===== src/common/pcie_pkg.sv =====
/*
 * PCIe side definitions: tag and length types, completion
 * header codes and field offsets, receive beat and read request
 */

package pcie_pkg;

    localparam int NUM_TAGS = 32;

    typedef logic [63:0] host_addr_t;   // byte address
    typedef logic [4:0]  tag_t;
    typedef logic [9:0]  dw_len_t;      // tlp length field
    typedef logic [2:0]  max_rd_code_t; // devctl max read request size

    localparam logic [6:0] FMT_TYPE_CPLD = 7'b100_1010;
    localparam logic [2:0] CPL_STATUS_SC = 3'b000;

    //////////////////////////////////////////////////
    // completion header field offsets
    //////////////////////////////////////////////////
    localparam int FMT_TYPE_LSB   = 56; // beat 0
    localparam int CPL_LEN_LSB    = 32; // beat 0
    localparam int CPL_STATUS_LSB = 13; // beat 0
    localparam int CPL_TAG_LSB    = 40; // beat 1

    // one 64-bit beat of the receive stream
    typedef struct packed {
        logic [63:0] data;
        logic        sof;
        logic        eof;
        logic        valid;
    } rx_beat_t;

    // memory read request, length in qws
    typedef struct packed {
        host_addr_t  addr;
        logic [7:0]  qw;
    } rd_req_t;

endpackage


===== src/common/ibuf_pkg.sv =====
/*
 * Receive ring types, outstanding read limit,
 * descriptor, issue, completion start and ring write structs
 */

package ibuf_pkg;

    localparam int RING_AW         = 9;
    localparam int MAX_OUTSTANDING = 4;
    localparam int OS_PTR_W        = $clog2(MAX_OUTSTANDING);

    typedef logic [RING_AW:0]   ring_ptr_t;  // msb is the wrap bit
    typedef logic [RING_AW-1:0] ring_addr_t;
    typedef logic [19:0]        qw_cnt_t;    // buffer length
    typedef logic [7:0]         rq_qw_t;     // one request, at most 128

    // ring size in qws, sized for the space check
    localparam logic [RING_AW+1:0] RING_QWS = {2'b01, {RING_AW{1'b0}}};

    typedef struct packed {
        pcie_pkg::tag_t tag;
        rq_qw_t         qw;
        ring_ptr_t      base;    // first ring slot of the request
    } issue_evt_t;

    typedef struct packed {
        pcie_pkg::tag_t    tag;
        pcie_pkg::dw_len_t len;
    } cpl_start_t;

    typedef struct packed {
        logic        en;
        ring_addr_t  addr;
        logic [63:0] data;
    } ring_wr_t;

    typedef struct packed {
        pcie_pkg::host_addr_t addr;
        qw_cnt_t              len;
    } lbuf_desc_t;

endpackage


===== src/ibuf_mgmt/rd_req_gen.sv =====
/*
 * Read request generator: splits a host buffer into reads
 * bounded by max read size, outstanding count and ring space
 */

module rd_req_gen (
    input  logic                   clk,
    input  logic                   rst,
    input  ibuf_pkg::lbuf_desc_t   lbuf,
    input  logic                   lbuf_valid,
    output logic                   lbuf_ready,
    input  pcie_pkg::max_rd_code_t cfg_max_rd,
    output pcie_pkg::rd_req_t      rd,
    output logic                   rd_valid,
    input  logic                   rd_ack,
    input  pcie_pkg::tag_t         rd_tag,
    input  ibuf_pkg::ring_ptr_t    committed_cons,
    input  logic                   retire_valid,
    output ibuf_pkg::issue_evt_t   issue,
    output logic                   issue_valid,
    output logic                   lbuf_done
);

    typedef enum logic [2:0] {
        S_IDLE, S_SIZE, S_WAIT, S_REQ, S_NEXT, S_DONE
    } state_t;

    state_t                        state;
    pcie_pkg::host_addr_t          host_addr;   // next read address
    ibuf_pkg::qw_cnt_t             qw_left;
    ibuf_pkg::ring_ptr_t           iprod;       // reserved producer
    ibuf_pkg::rq_qw_t              max_qw;
    ibuf_pkg::rq_qw_t              rq_qw;
    logic [ibuf_pkg::OS_PTR_W:0]   os_cnt;
    ibuf_pkg::ring_ptr_t           used;
    logic [ibuf_pkg::RING_AW+1:0]  need;
    logic                          space_ok;
    logic                          os_ok;
    logic                          taken;

    assign taken      = (state == S_REQ) && rd_ack;
    assign used       = iprod - committed_cons;
    assign need       = {1'b0, used} + {3'b000, rq_qw};
    assign space_ok   = need <= ibuf_pkg::RING_QWS;
    assign os_ok      = os_cnt < (ibuf_pkg::OS_PTR_W + 1)'(ibuf_pkg::MAX_OUTSTANDING);
    assign lbuf_ready = state == S_IDLE;
    assign rd         = '{addr: host_addr, qw: rq_qw};

    always_ff @(posedge clk) begin
        case (cfg_max_rd)
            3'd0:    max_qw <= 8'd16;  // 128 B
            3'd1:    max_qw <= 8'd32;
            3'd2:    max_qw <= 8'd64;
            default: max_qw <= 8'd128; // 1 KB and above clipped
        endcase
    end

    //////////////////////////////////////////////////
    // request fsm
    //////////////////////////////////////////////////
    always_ff @(posedge clk) begin
        if (rst) begin
            state       <= S_IDLE;
            rd_valid    <= 1'b0;
            issue_valid <= 1'b0;
            lbuf_done   <= 1'b0;
            iprod       <= '0;
        end else begin
            issue_valid <= 1'b0;
            lbuf_done   <= 1'b0;
            case (state)
                S_IDLE: begin
                    if (lbuf_valid) begin
                        host_addr <= lbuf.addr;
                        qw_left   <= lbuf.len;
                        state     <= S_SIZE;
                    end
                end
                S_SIZE: begin
                    rq_qw <= (qw_left > {12'd0, max_qw}) ? max_qw : qw_left[7:0];
                    state <= S_WAIT;
                end
                S_WAIT: begin
                    if (os_ok && space_ok) begin
                        rd_valid <= 1'b1;
                        state    <= S_REQ;
                    end
                end
                S_REQ: begin
                    if (rd_ack) begin                   // tag comes with the ack
                        rd_valid    <= 1'b0;
                        issue_valid <= 1'b1;
                        issue       <= '{tag: rd_tag, qw: rq_qw, base: iprod};
                        iprod       <= iprod + {2'b00, rq_qw};
                        host_addr   <= host_addr + {53'd0, rq_qw, 3'd0};
                        qw_left     <= qw_left - {12'd0, rq_qw};
                        state       <= S_NEXT;
                    end
                end
                S_NEXT: begin
                    state <= (qw_left != '0) ? S_SIZE : S_DONE;
                end
                S_DONE: begin
                    lbuf_done <= 1'b1;
                    state     <= S_IDLE;
                end
                default: state <= S_IDLE;
            endcase
        end
    end

    // in flight count, up on issue, down on retire
    always_ff @(posedge clk) begin
        if (rst) begin
            os_cnt <= '0;
        end else if (taken && !retire_valid) begin
            os_cnt <= os_cnt + 1'b1;
        end else if (retire_valid && !taken) begin
            os_cnt <= os_cnt - 1'b1;
        end
    end

    a_os_limit: assert property (@(posedge clk) disable iff (rst)
        os_cnt <= (ibuf_pkg::OS_PTR_W + 1)'(ibuf_pkg::MAX_OUTSTANDING));

endmodule


===== src/ibuf_mgmt/cpl_filter.sv =====
/*
 * Completion filter: expected tag map, header check,
 * start notice to the ring writer
 */

module cpl_filter (
    input  logic                 clk,
    input  logic                 rst,
    input  pcie_pkg::rx_beat_t   rx,
    input  ibuf_pkg::issue_evt_t issue,
    input  logic                 issue_valid,
    input  logic                 retire_valid,
    input  pcie_pkg::tag_t       retire_tag,
    output ibuf_pkg::cpl_start_t cpl_start,
    output logic                 cpl_start_valid
);

    typedef enum logic {S_SOF, S_TAG} state_t;

    state_t                        state;
    logic [pcie_pkg::NUM_TAGS-1:0] expected;
    pcie_pkg::dw_len_t             len_q;
    pcie_pkg::tag_t                hdr_tag;
    logic                          hdr_ok;

    // successful cpld on the first header beat
    assign hdr_ok = rx.valid && rx.sof
        && (rx.data[pcie_pkg::FMT_TYPE_LSB +: 7] == pcie_pkg::FMT_TYPE_CPLD)
        && (rx.data[pcie_pkg::CPL_STATUS_LSB +: 3] == pcie_pkg::CPL_STATUS_SC);
    assign hdr_tag = rx.data[pcie_pkg::CPL_TAG_LSB +: 5];

    always_ff @(posedge clk) begin
        if (rst) begin
            expected <= '0;
        end else begin
            if (retire_valid) expected[retire_tag] <= 1'b0;
            if (issue_valid)  expected[issue.tag]  <= 1'b1;  // set wins on reuse
        end
    end

    always_ff @(posedge clk) begin
        if (rst) begin
            state           <= S_SOF;
            cpl_start_valid <= 1'b0;
        end else begin
            cpl_start_valid <= 1'b0;
            case (state)
                S_SOF: begin
                    if (hdr_ok) begin
                        len_q <= rx.data[pcie_pkg::CPL_LEN_LSB +: 10];
                        state <= S_TAG;
                    end
                end
                S_TAG: begin
                    if (rx.valid) begin
                        if (expected[hdr_tag]) begin
                            cpl_start_valid <= 1'b1;
                            cpl_start       <= '{tag: hdr_tag, len: len_q};
                        end
                        state <= S_SOF;
                    end
                end
            endcase
        end
    end

    a_tag_unique: assert property (@(posedge clk) disable iff (rst)
        issue_valid && !(retire_valid && retire_tag == issue.tag) |-> !expected[issue.tag]);

endmodule


===== src/ibuf_mgmt/cpl_writer.sv =====
/*
 * Ring writer: per-tag ring pointer and received count tables,
 * payload write port, request done detection
 */

module cpl_writer (
    input  logic                 clk,
    input  logic                 rst,
    input  pcie_pkg::rx_beat_t   rx,
    input  ibuf_pkg::cpl_start_t cpl_start,
    input  logic                 cpl_start_valid,
    input  ibuf_pkg::issue_evt_t issue,
    input  logic                 issue_valid,
    output ibuf_pkg::ring_wr_t   ring_wr,
    output logic                 req_done_valid,
    output pcie_pkg::tag_t       req_done_tag
);

    typedef enum logic {S_IDLE, S_DATA} state_t;

    state_t               state;
    ibuf_pkg::ring_ptr_t  ptr_tbl [pcie_pkg::NUM_TAGS];  // next free slot
    ibuf_pkg::rq_qw_t     rcv_tbl [pcie_pkg::NUM_TAGS];
    ibuf_pkg::rq_qw_t     len_tbl [pcie_pkg::NUM_TAGS];

    pcie_pkg::tag_t       tag_q;
    pcie_pkg::tag_t       cur_tag;
    ibuf_pkg::ring_ptr_t  ptr_q;
    ibuf_pkg::ring_ptr_t  cur_ptr;
    ibuf_pkg::ring_ptr_t  ptr_nxt;
    ibuf_pkg::rq_qw_t     cnt_q;
    ibuf_pkg::rq_qw_t     cur_cnt;
    ibuf_pkg::rq_qw_t     cnt_nxt;
    logic                 active;
    logic                 wr_beat;
    logic                 last_beat;
    logic                 done_q;
    logic                 wr_en;
    ibuf_pkg::ring_addr_t wr_addr;
    logic [63:0]          wr_data;
    logic [9:0]           cpl_end;

    // first payload beat lines up with the start notice
    assign active    = cpl_start_valid || (state == S_DATA);
    assign cur_tag   = cpl_start_valid ? cpl_start.tag          : tag_q;
    assign cur_ptr   = cpl_start_valid ? ptr_tbl[cpl_start.tag] : ptr_q;
    assign cur_cnt   = cpl_start_valid ? rcv_tbl[cpl_start.tag] : cnt_q;
    assign ptr_nxt   = cur_ptr + 1'b1;
    assign cnt_nxt   = cur_cnt + 1'b1;
    assign wr_beat   = active && rx.valid;
    assign last_beat = wr_beat && rx.eof;
    assign ring_wr   = '{en: wr_en, addr: wr_addr, data: wr_data};

    //////////////////////////////////////////////////
    // per-tag tables
    //////////////////////////////////////////////////
    always_ff @(posedge clk) begin
        if (issue_valid) begin
            ptr_tbl[issue.tag] <= issue.base;
            rcv_tbl[issue.tag] <= '0;
            len_tbl[issue.tag] <= issue.qw;
        end
        if (last_beat) begin        // save progress for the next cpl of this tag
            ptr_tbl[cur_tag] <= ptr_nxt;
            rcv_tbl[cur_tag] <= cnt_nxt;
        end
    end

    always_ff @(posedge clk) begin
        wr_addr      <= cur_ptr[ibuf_pkg::RING_AW-1:0];
        wr_data      <= rx.data;
        req_done_tag <= tag_q;
        if (active) begin
            tag_q <= cur_tag;
            ptr_q <= wr_beat ? ptr_nxt : cur_ptr;
            cnt_q <= wr_beat ? cnt_nxt : cur_cnt;
        end
    end

    always_ff @(posedge clk) begin
        if (rst) begin
            state          <= S_IDLE;
            wr_en          <= 1'b0;
            done_q         <= 1'b0;
            req_done_valid <= 1'b0;
        end else begin
            wr_en          <= wr_beat;
            done_q         <= last_beat && (cnt_nxt == len_tbl[cur_tag]);
            req_done_valid <= done_q;   // one cycle behind the eof write
            if (last_beat) begin
                state <= S_IDLE;
            end else if (cpl_start_valid) begin
                state <= S_DATA;
            end
        end
    end

    // qws already in plus this completion's payload
    assign cpl_end = {2'b00, rcv_tbl[cpl_start.tag]} + {1'b0, cpl_start.len[9:1]};

    a_no_overrun: assert property (@(posedge clk) disable iff (rst)
        cpl_start_valid |-> cpl_end <= {2'b00, len_tbl[cpl_start.tag]});

endmodule


===== src/ibuf_mgmt/commit_ctrl.sv =====
/*
 * Commit control: in-order queue of issued requests,
 * done map, committed producer update and tag retire
 */

module commit_ctrl (
    input  logic                 clk,
    input  logic                 rst,
    input  ibuf_pkg::issue_evt_t issue,
    input  logic                 issue_valid,
    input  logic                 req_done_valid,
    input  pcie_pkg::tag_t       req_done_tag,
    output ibuf_pkg::ring_ptr_t  committed_prod,
    output logic                 retire_valid,
    output pcie_pkg::tag_t       retire_tag
);

    pcie_pkg::tag_t                q_tag [ibuf_pkg::MAX_OUTSTANDING];
    ibuf_pkg::ring_ptr_t           q_end [ibuf_pkg::MAX_OUTSTANDING];
    logic [ibuf_pkg::OS_PTR_W:0]   wr_ptr;
    logic [ibuf_pkg::OS_PTR_W:0]   rd_ptr;
    logic [pcie_pkg::NUM_TAGS-1:0] done_map;
    pcie_pkg::tag_t                head_tag;
    logic                          empty;
    logic                          head_done;

    assign empty     = wr_ptr == rd_ptr;
    assign head_tag  = q_tag[rd_ptr[ibuf_pkg::OS_PTR_W-1:0]];
    // done notice for the head commits without a stop in the map
    assign head_done = !empty && (done_map[head_tag]
                       || (req_done_valid && (req_done_tag == head_tag)));

    always_ff @(posedge clk) begin
        if (issue_valid) begin
            q_tag[wr_ptr[ibuf_pkg::OS_PTR_W-1:0]] <= issue.tag;
            q_end[wr_ptr[ibuf_pkg::OS_PTR_W-1:0]] <= issue.base + {2'b00, issue.qw};
        end
        if (head_done) retire_tag <= head_tag;
    end

    //////////////////////////////////////////////////
    // pointer update, strictly in issue order
    //////////////////////////////////////////////////
    always_ff @(posedge clk) begin
        if (rst) begin
            wr_ptr         <= '0;
            rd_ptr         <= '0;
            done_map       <= '0;
            committed_prod <= '0;
            retire_valid   <= 1'b0;
        end else begin
            retire_valid <= head_done;
            if (issue_valid) wr_ptr <= wr_ptr + 1'b1;
            if (req_done_valid) done_map[req_done_tag] <= 1'b1;
            if (head_done) begin
                done_map[head_tag] <= 1'b0;
                committed_prod     <= q_end[rd_ptr[ibuf_pkg::OS_PTR_W-1:0]];
                rd_ptr             <= rd_ptr + 1'b1;
            end
        end
    end

endmodule


===== src/ibuf_mgmt/ibuf_mgmt.sv =====
/*
 * Inbound buffer manager top: read generation, completion
 * filter, ring writer and commit control
 */

module ibuf_mgmt (
    input  logic                   clk,
    input  logic                   rst,
    input  ibuf_pkg::lbuf_desc_t   lbuf,
    input  logic                   lbuf_valid,
    output logic                   lbuf_ready,
    output pcie_pkg::rd_req_t      rd,
    output logic                   rd_valid,
    input  logic                   rd_ack,
    input  pcie_pkg::tag_t         rd_tag,
    input  pcie_pkg::rx_beat_t     rx,
    output ibuf_pkg::ring_wr_t     ring_wr,
    output ibuf_pkg::ring_ptr_t    committed_prod,
    input  ibuf_pkg::ring_ptr_t    committed_cons,
    input  pcie_pkg::max_rd_code_t cfg_max_rd,
    output logic                   lbuf_done
);

    ibuf_pkg::issue_evt_t issue;
    logic                 issue_valid;
    ibuf_pkg::cpl_start_t cpl_start;
    logic                 cpl_start_valid;
    logic                 req_done_valid;
    pcie_pkg::tag_t       req_done_tag;
    logic                 retire_valid;
    pcie_pkg::tag_t       retire_tag;

    rd_req_gen rd_req_gen_inst (
        .clk            (clk),
        .rst            (rst),
        .lbuf           (lbuf),
        .lbuf_valid     (lbuf_valid),
        .lbuf_ready     (lbuf_ready),
        .cfg_max_rd     (cfg_max_rd),
        .rd             (rd),
        .rd_valid       (rd_valid),
        .rd_ack         (rd_ack),
        .rd_tag         (rd_tag),
        .committed_cons (committed_cons),
        .retire_valid   (retire_valid),
        .issue          (issue),
        .issue_valid    (issue_valid),
        .lbuf_done      (lbuf_done)
    );

    cpl_filter cpl_filter_inst (
        .clk             (clk),
        .rst             (rst),
        .rx              (rx),
        .issue           (issue),
        .issue_valid     (issue_valid),
        .retire_valid    (retire_valid),
        .retire_tag      (retire_tag),
        .cpl_start       (cpl_start),
        .cpl_start_valid (cpl_start_valid)
    );

    cpl_writer cpl_writer_inst (
        .clk             (clk),
        .rst             (rst),
        .rx              (rx),
        .cpl_start       (cpl_start),
        .cpl_start_valid (cpl_start_valid),
        .issue           (issue),
        .issue_valid     (issue_valid),
        .ring_wr         (ring_wr),
        .req_done_valid  (req_done_valid),
        .req_done_tag    (req_done_tag)
    );

    commit_ctrl commit_ctrl_inst (
        .clk            (clk),
        .rst            (rst),
        .issue          (issue),
        .issue_valid    (issue_valid),
        .req_done_valid (req_done_valid),
        .req_done_tag   (req_done_tag),
        .committed_prod (committed_prod),
        .retire_valid   (retire_valid),
        .retire_tag     (retire_tag)
    );

endmodule


===== config.mk =====
export PLATFORM = sky130hd
export DESIGN_NAME = ibuf_mgmt
export DESIGN_NICKNAME = d
export VERILOG_FILES = /design/src/common/pcie_pkg.sv /design/src/common/ibuf_pkg.sv /design/src/ibuf_mgmt/rd_req_gen.sv /design/src/ibuf_mgmt/cpl_filter.sv /design/src/ibuf_mgmt/cpl_writer.sv /design/src/ibuf_mgmt/commit_ctrl.sv /design/src/ibuf_mgmt/ibuf_mgmt.sv
export SDC_FILE = /design/constraint.sdc
export NUM_CORES = 2
export LEC_CHECK = 0
export BUFFER_PORTS_ARGS = -buffer_cell sky130_fd_sc_hd__buf_2
export CORE_ASPECT_RATIO = 1.75
export CORE_MARGIN = 5
export CORE_UTILIZATION = 55
export DETAILED_ROUTE_END_ITERATION = 10
export HOLD_SLACK_MARGIN = 0.08
export MAX_ROUTING_LAYER = met4
export PLACE_DENSITY = 0.73
export SKIP_LAST_GASP = 1
export SYNTH_ARGS = -nofsm -noshare
export SYNTH_HDL_FRONTEND = slang
export SYNTH_SLANG_ARGS = --single-unit

===== constraint.sdc =====
create_clock -name clk -period 6.67 [get_ports clk]
set_input_delay 0.3335 -clock clk [delete_from_list [all_inputs] [get_ports clk]]
set_output_delay 0.3335 -clock clk [all_outputs]
set_load 0.02 [all_outputs]

==> run summary <==
Status -> complete, no violations
GPL Wtd Cong -> 0.982
Area Overhead vs Synth -> 14.9%
Peak Freq -> 0.194 GHz
Max Cap Viol -> 0
Longest Clk Path Bufs -> 3
Starting Density -> 55.1%
Post-route DRC violation count -> 0
Share of cells above drive strength 1 -> 17.0%
Slew HR -> 9.43%
Cell Rows -> 152
Register area share after synthesis -> 63.4%
R2R depth -> 6
Largest net degree at the start of global routing -> 130
Finish-stage setup viols -> 0
CTS tree -> yes
CP startpoint kind -> flip-flop
Hold path depth -> 2
TritonCTS buffer count -> 105
Net Count, Synth -> 4,599
Routed WL -> 162,000 um
Placeable Area -> 97,800 um^2
HP Class -> in2reg
Clock Sinks -> 1,202
CP Max Fanout -> 37
Port bufs -> 331
# H-tree levels -> 3
# nets final -> 5,006
Crit Reg-Reg Endpoint -> cpl_writer_inst.rcv_tbl[23][4]$_SDFFCE_PN0P_
Critical path startpoint -> cpl_filter_inst.cpl_start_valid$_SDFF_PP0_
Synthesis-stage register bit count -> 1,202
Die H -> 424 um
Die width -> 247 um
Critical Path RT -> 7010 ps
Final Util -> 63.3%
Tmin final -> 5160 ps
Via count -> 37.9k
Drt pass-1 iters -> 6
Setup crit end -> cpl_writer_inst.rcv_tbl[23][4]$_SDFFCE_PN0P_
First-pass GRT wire length -> 239,000 um
Design area -> 61,900 um^2
GRT Total Usage -> 31.5%
Via-per-instance ratio -> 6.15
Setup TNS -> 0 ps
Pwr per Cell Area -> 240 nW/um^2
Clock skew -> 24.5 ps
Root buf cell -> clkbuf_16
Worst r2r src -> cpl_filter_inst.cpl_start_valid$_SDFF_PP0_
RSZ-0062 raised after global routing -> false
Final hold violations -> 0
Post-CTS sizing -> 0
Die area -> 105,000 um^2
Setup crit end kind -> flip-flop
R2R Setup Slk -> 1510 ps
Post-Syn Instances -> 4,358
Final max-slew violation count -> 0
Worst skew pair latency -> 720 ps
Hold_buf cts -> 164
Worst Tran Pin Value -> 1360 ps
Number of DRC markers in iteration 0 -> 4,071
Clock-pin slew on the worst setup and hold paths -> 70 ps
Top_reg_cell synth -> edfxtp_1
Post-synth EDFFs -> 1,007
Most frequent cells in the layout -> 1,007 x edfxtp_1, 786 x nand2_1, 410 x o21ai_0, 374 x nor2_1, 330 x buf_2
Yosys warning total -> 0
Asr flop ratio synth -> 0%
Type of the worst setup path -> reg2reg
Placed cell area -> 56,900 um^2
VDD IR-drop max -> 0.260 mV
Post-DP HPWL -> 106,000 um
Wire per inst -> 26.2 um
Initial antenna violation count -> 3
Setup bufs post-CTS -> 0
Netlist area before placement -> 53,900 um^2
Avg Cell Area, Syn -> 12.4 um^2
GR Overflow Total -> 0
Synth cell types -> 81
Tcrit/Tclk final -> 77.4%
Leakage power -> 0.0234 uW
Final ANT Viol Nets -> 0
Most common cell after layout, fill and taps aside -> edfxtp_1
Worst EP arrival -> 5500 ps
I/O pins -> 332
Vias in the first global route -> 38.5k
## routing by layer
| layer | up-vias | track usage [%] | share of wire [%] | wire (um) |
|---|---|---|---|---|
| met3 | 568 | 4.17 | 7.7 | 12500 |
| met2 | 2220 | 54.0 | 52 | 83800 |
| met4 | 0 | 21.0 | 8.4 | 13600 |
| met1 | 18400 | 34.1 | 32 | 51800 |
| met5 | - | - | 0 | 0 |
| li1 | 16700 | - | - | - |
## worst min path at each step
stage                                             from  slack [ps]                                      end
floorplan           cpl_writer_inst.tag_q[0]$_DFFE_PN_         350  cpl_writer_inst.req_done_tag[0]$_DFF_P_
detailed placement                              rx[52]         440      cpl_writer_inst.wr_data[49]$_DFF_P_
global route                                    rx[33]         240      cpl_writer_inst.wr_data[30]$_DFF_P_
CTS                                             rx[52]         210      cpl_writer_inst.wr_data[49]$_DFF_P_
finish                                           rx[5]         260       cpl_writer_inst.wr_data[2]$_DFF_P_
global placement                                rx[52]         440      cpl_writer_inst.wr_data[49]$_DFF_P_
## layout make-up
cell class,instances,area (um^2)
antenna,2,5.00
timing repair buffer,599,4140
clock buffer,134,2830
sequential,1202,34200
tap,1309,1640
fill,7208,35800
clock inverter,62,581
inverter,119,449
multi-input combinational,2738,18100
## Yosys cell counts, types with 8 or more instances
master    instances  area [um^2]
a211oi_1         40          300
a21boi_0          8         60.1
a21o_1           14          105
a21oi_1         126          631
a22oi_1          22          165
a31oi_1          52          325
and2_1           19          119
and3_1           64          400
buf_1            41          154
buf_2            22          110
clkbuf_1        215          807
dfxtp_1         195         3900
edfxtp_1       1007        30200
ha_1             61          763
inv_1           114          428
mux2_2           36          405
mux2i_1          95          951
mux4_1            8          210
mux4_2          160         3600
nand2_1         786         2950
nand2b_1         13         81.3
nand3_1          55          275
nand4_1           8         50.1
nor2_1          375         1410
nor2b_1          22          138
nor3_1           27          135
nor3b_1          20          150
nor4_1           26          163
nor4b_1           8         70.1
o21ai_0         410         2050
o21bai_1          8         60.1
o22ai_1          25          156
o31ai_1           8         60.1
or3_1            18          113
xnor2_1         101          885
xor2_1           35          307
## registers in the layout (all words and copies together) (netlist names), 8 cells and up, named ones only
| register | count |
|---|---|
| commit_ctrl_inst.committed_prod | 10 |
| commit_ctrl_inst.done_map | 32 |
| commit_ctrl_inst.q_end | 40 |
| commit_ctrl_inst.q_tag | 20 |
| cpl_filter_inst.expected | 32 |
| cpl_writer_inst.cnt_q | 8 |
| cpl_writer_inst.len_tbl | 256 |
| cpl_writer_inst.ptr_q | 9 |
| cpl_writer_inst.ptr_tbl | 288 |
| cpl_writer_inst.rcv_tbl | 256 |
| cpl_writer_inst.wr_addr | 9 |
| cpl_writer_inst.wr_data | 64 |
| rd_req_gen_inst.host_addr | 64 |
| rd_req_gen_inst.iprod | 10 |
| rd_req_gen_inst.issue | 23 |
| rd_req_gen_inst.qw_left | 20 |
| rd_req_gen_inst.rq_qw | 8 |
## logic make-up after synthesis
kind of cell / Yosys count / share of synthesized area, %
AO/OA/AOI/OAI: 759 / 8.02
XOR/XNOR: 138 / 2.27
multiplexers: 301 / 9.66
adder cells (fa/ha/maj): 68 / 1.68
AND/OR/NAND/NOR: 1472 / 11.7
buffers and inverters: 418 / 3.29
flip-flops: 1202 / 63.4
## through the flow
step / power (uW) / instances / worst slack (ps) / hold WS, ps
6_report: 14900 / 6165 / 1510 / 257
5_1_grt: 15300 / 6165 / 1210 / 240
4_1_cts: 14900 / 6163 / 1640 / 205
3_5_place_dp: 8770 / 5803 / 1640 / 437
3_3_place_gp: 8760 / 5803 / 1830 / 435
2_1_floorplan: 8590 / 4358 / 963 / 347
## worst max-delay path, cell delays in order, from the launching register on
cell and delay (ps):
dfxtp_2 920, nor2_1 190, nor2_1 630, nand2_1 340, nor3_2 680, nand2_1 890, nand2_1 1090
## where the power goes
group	switching, uW	internal [uW]
combinational	303	231
clock	2820	3370
sequential	52.0	8110
No activity file was read; power rests on OpenSTA's default activity.
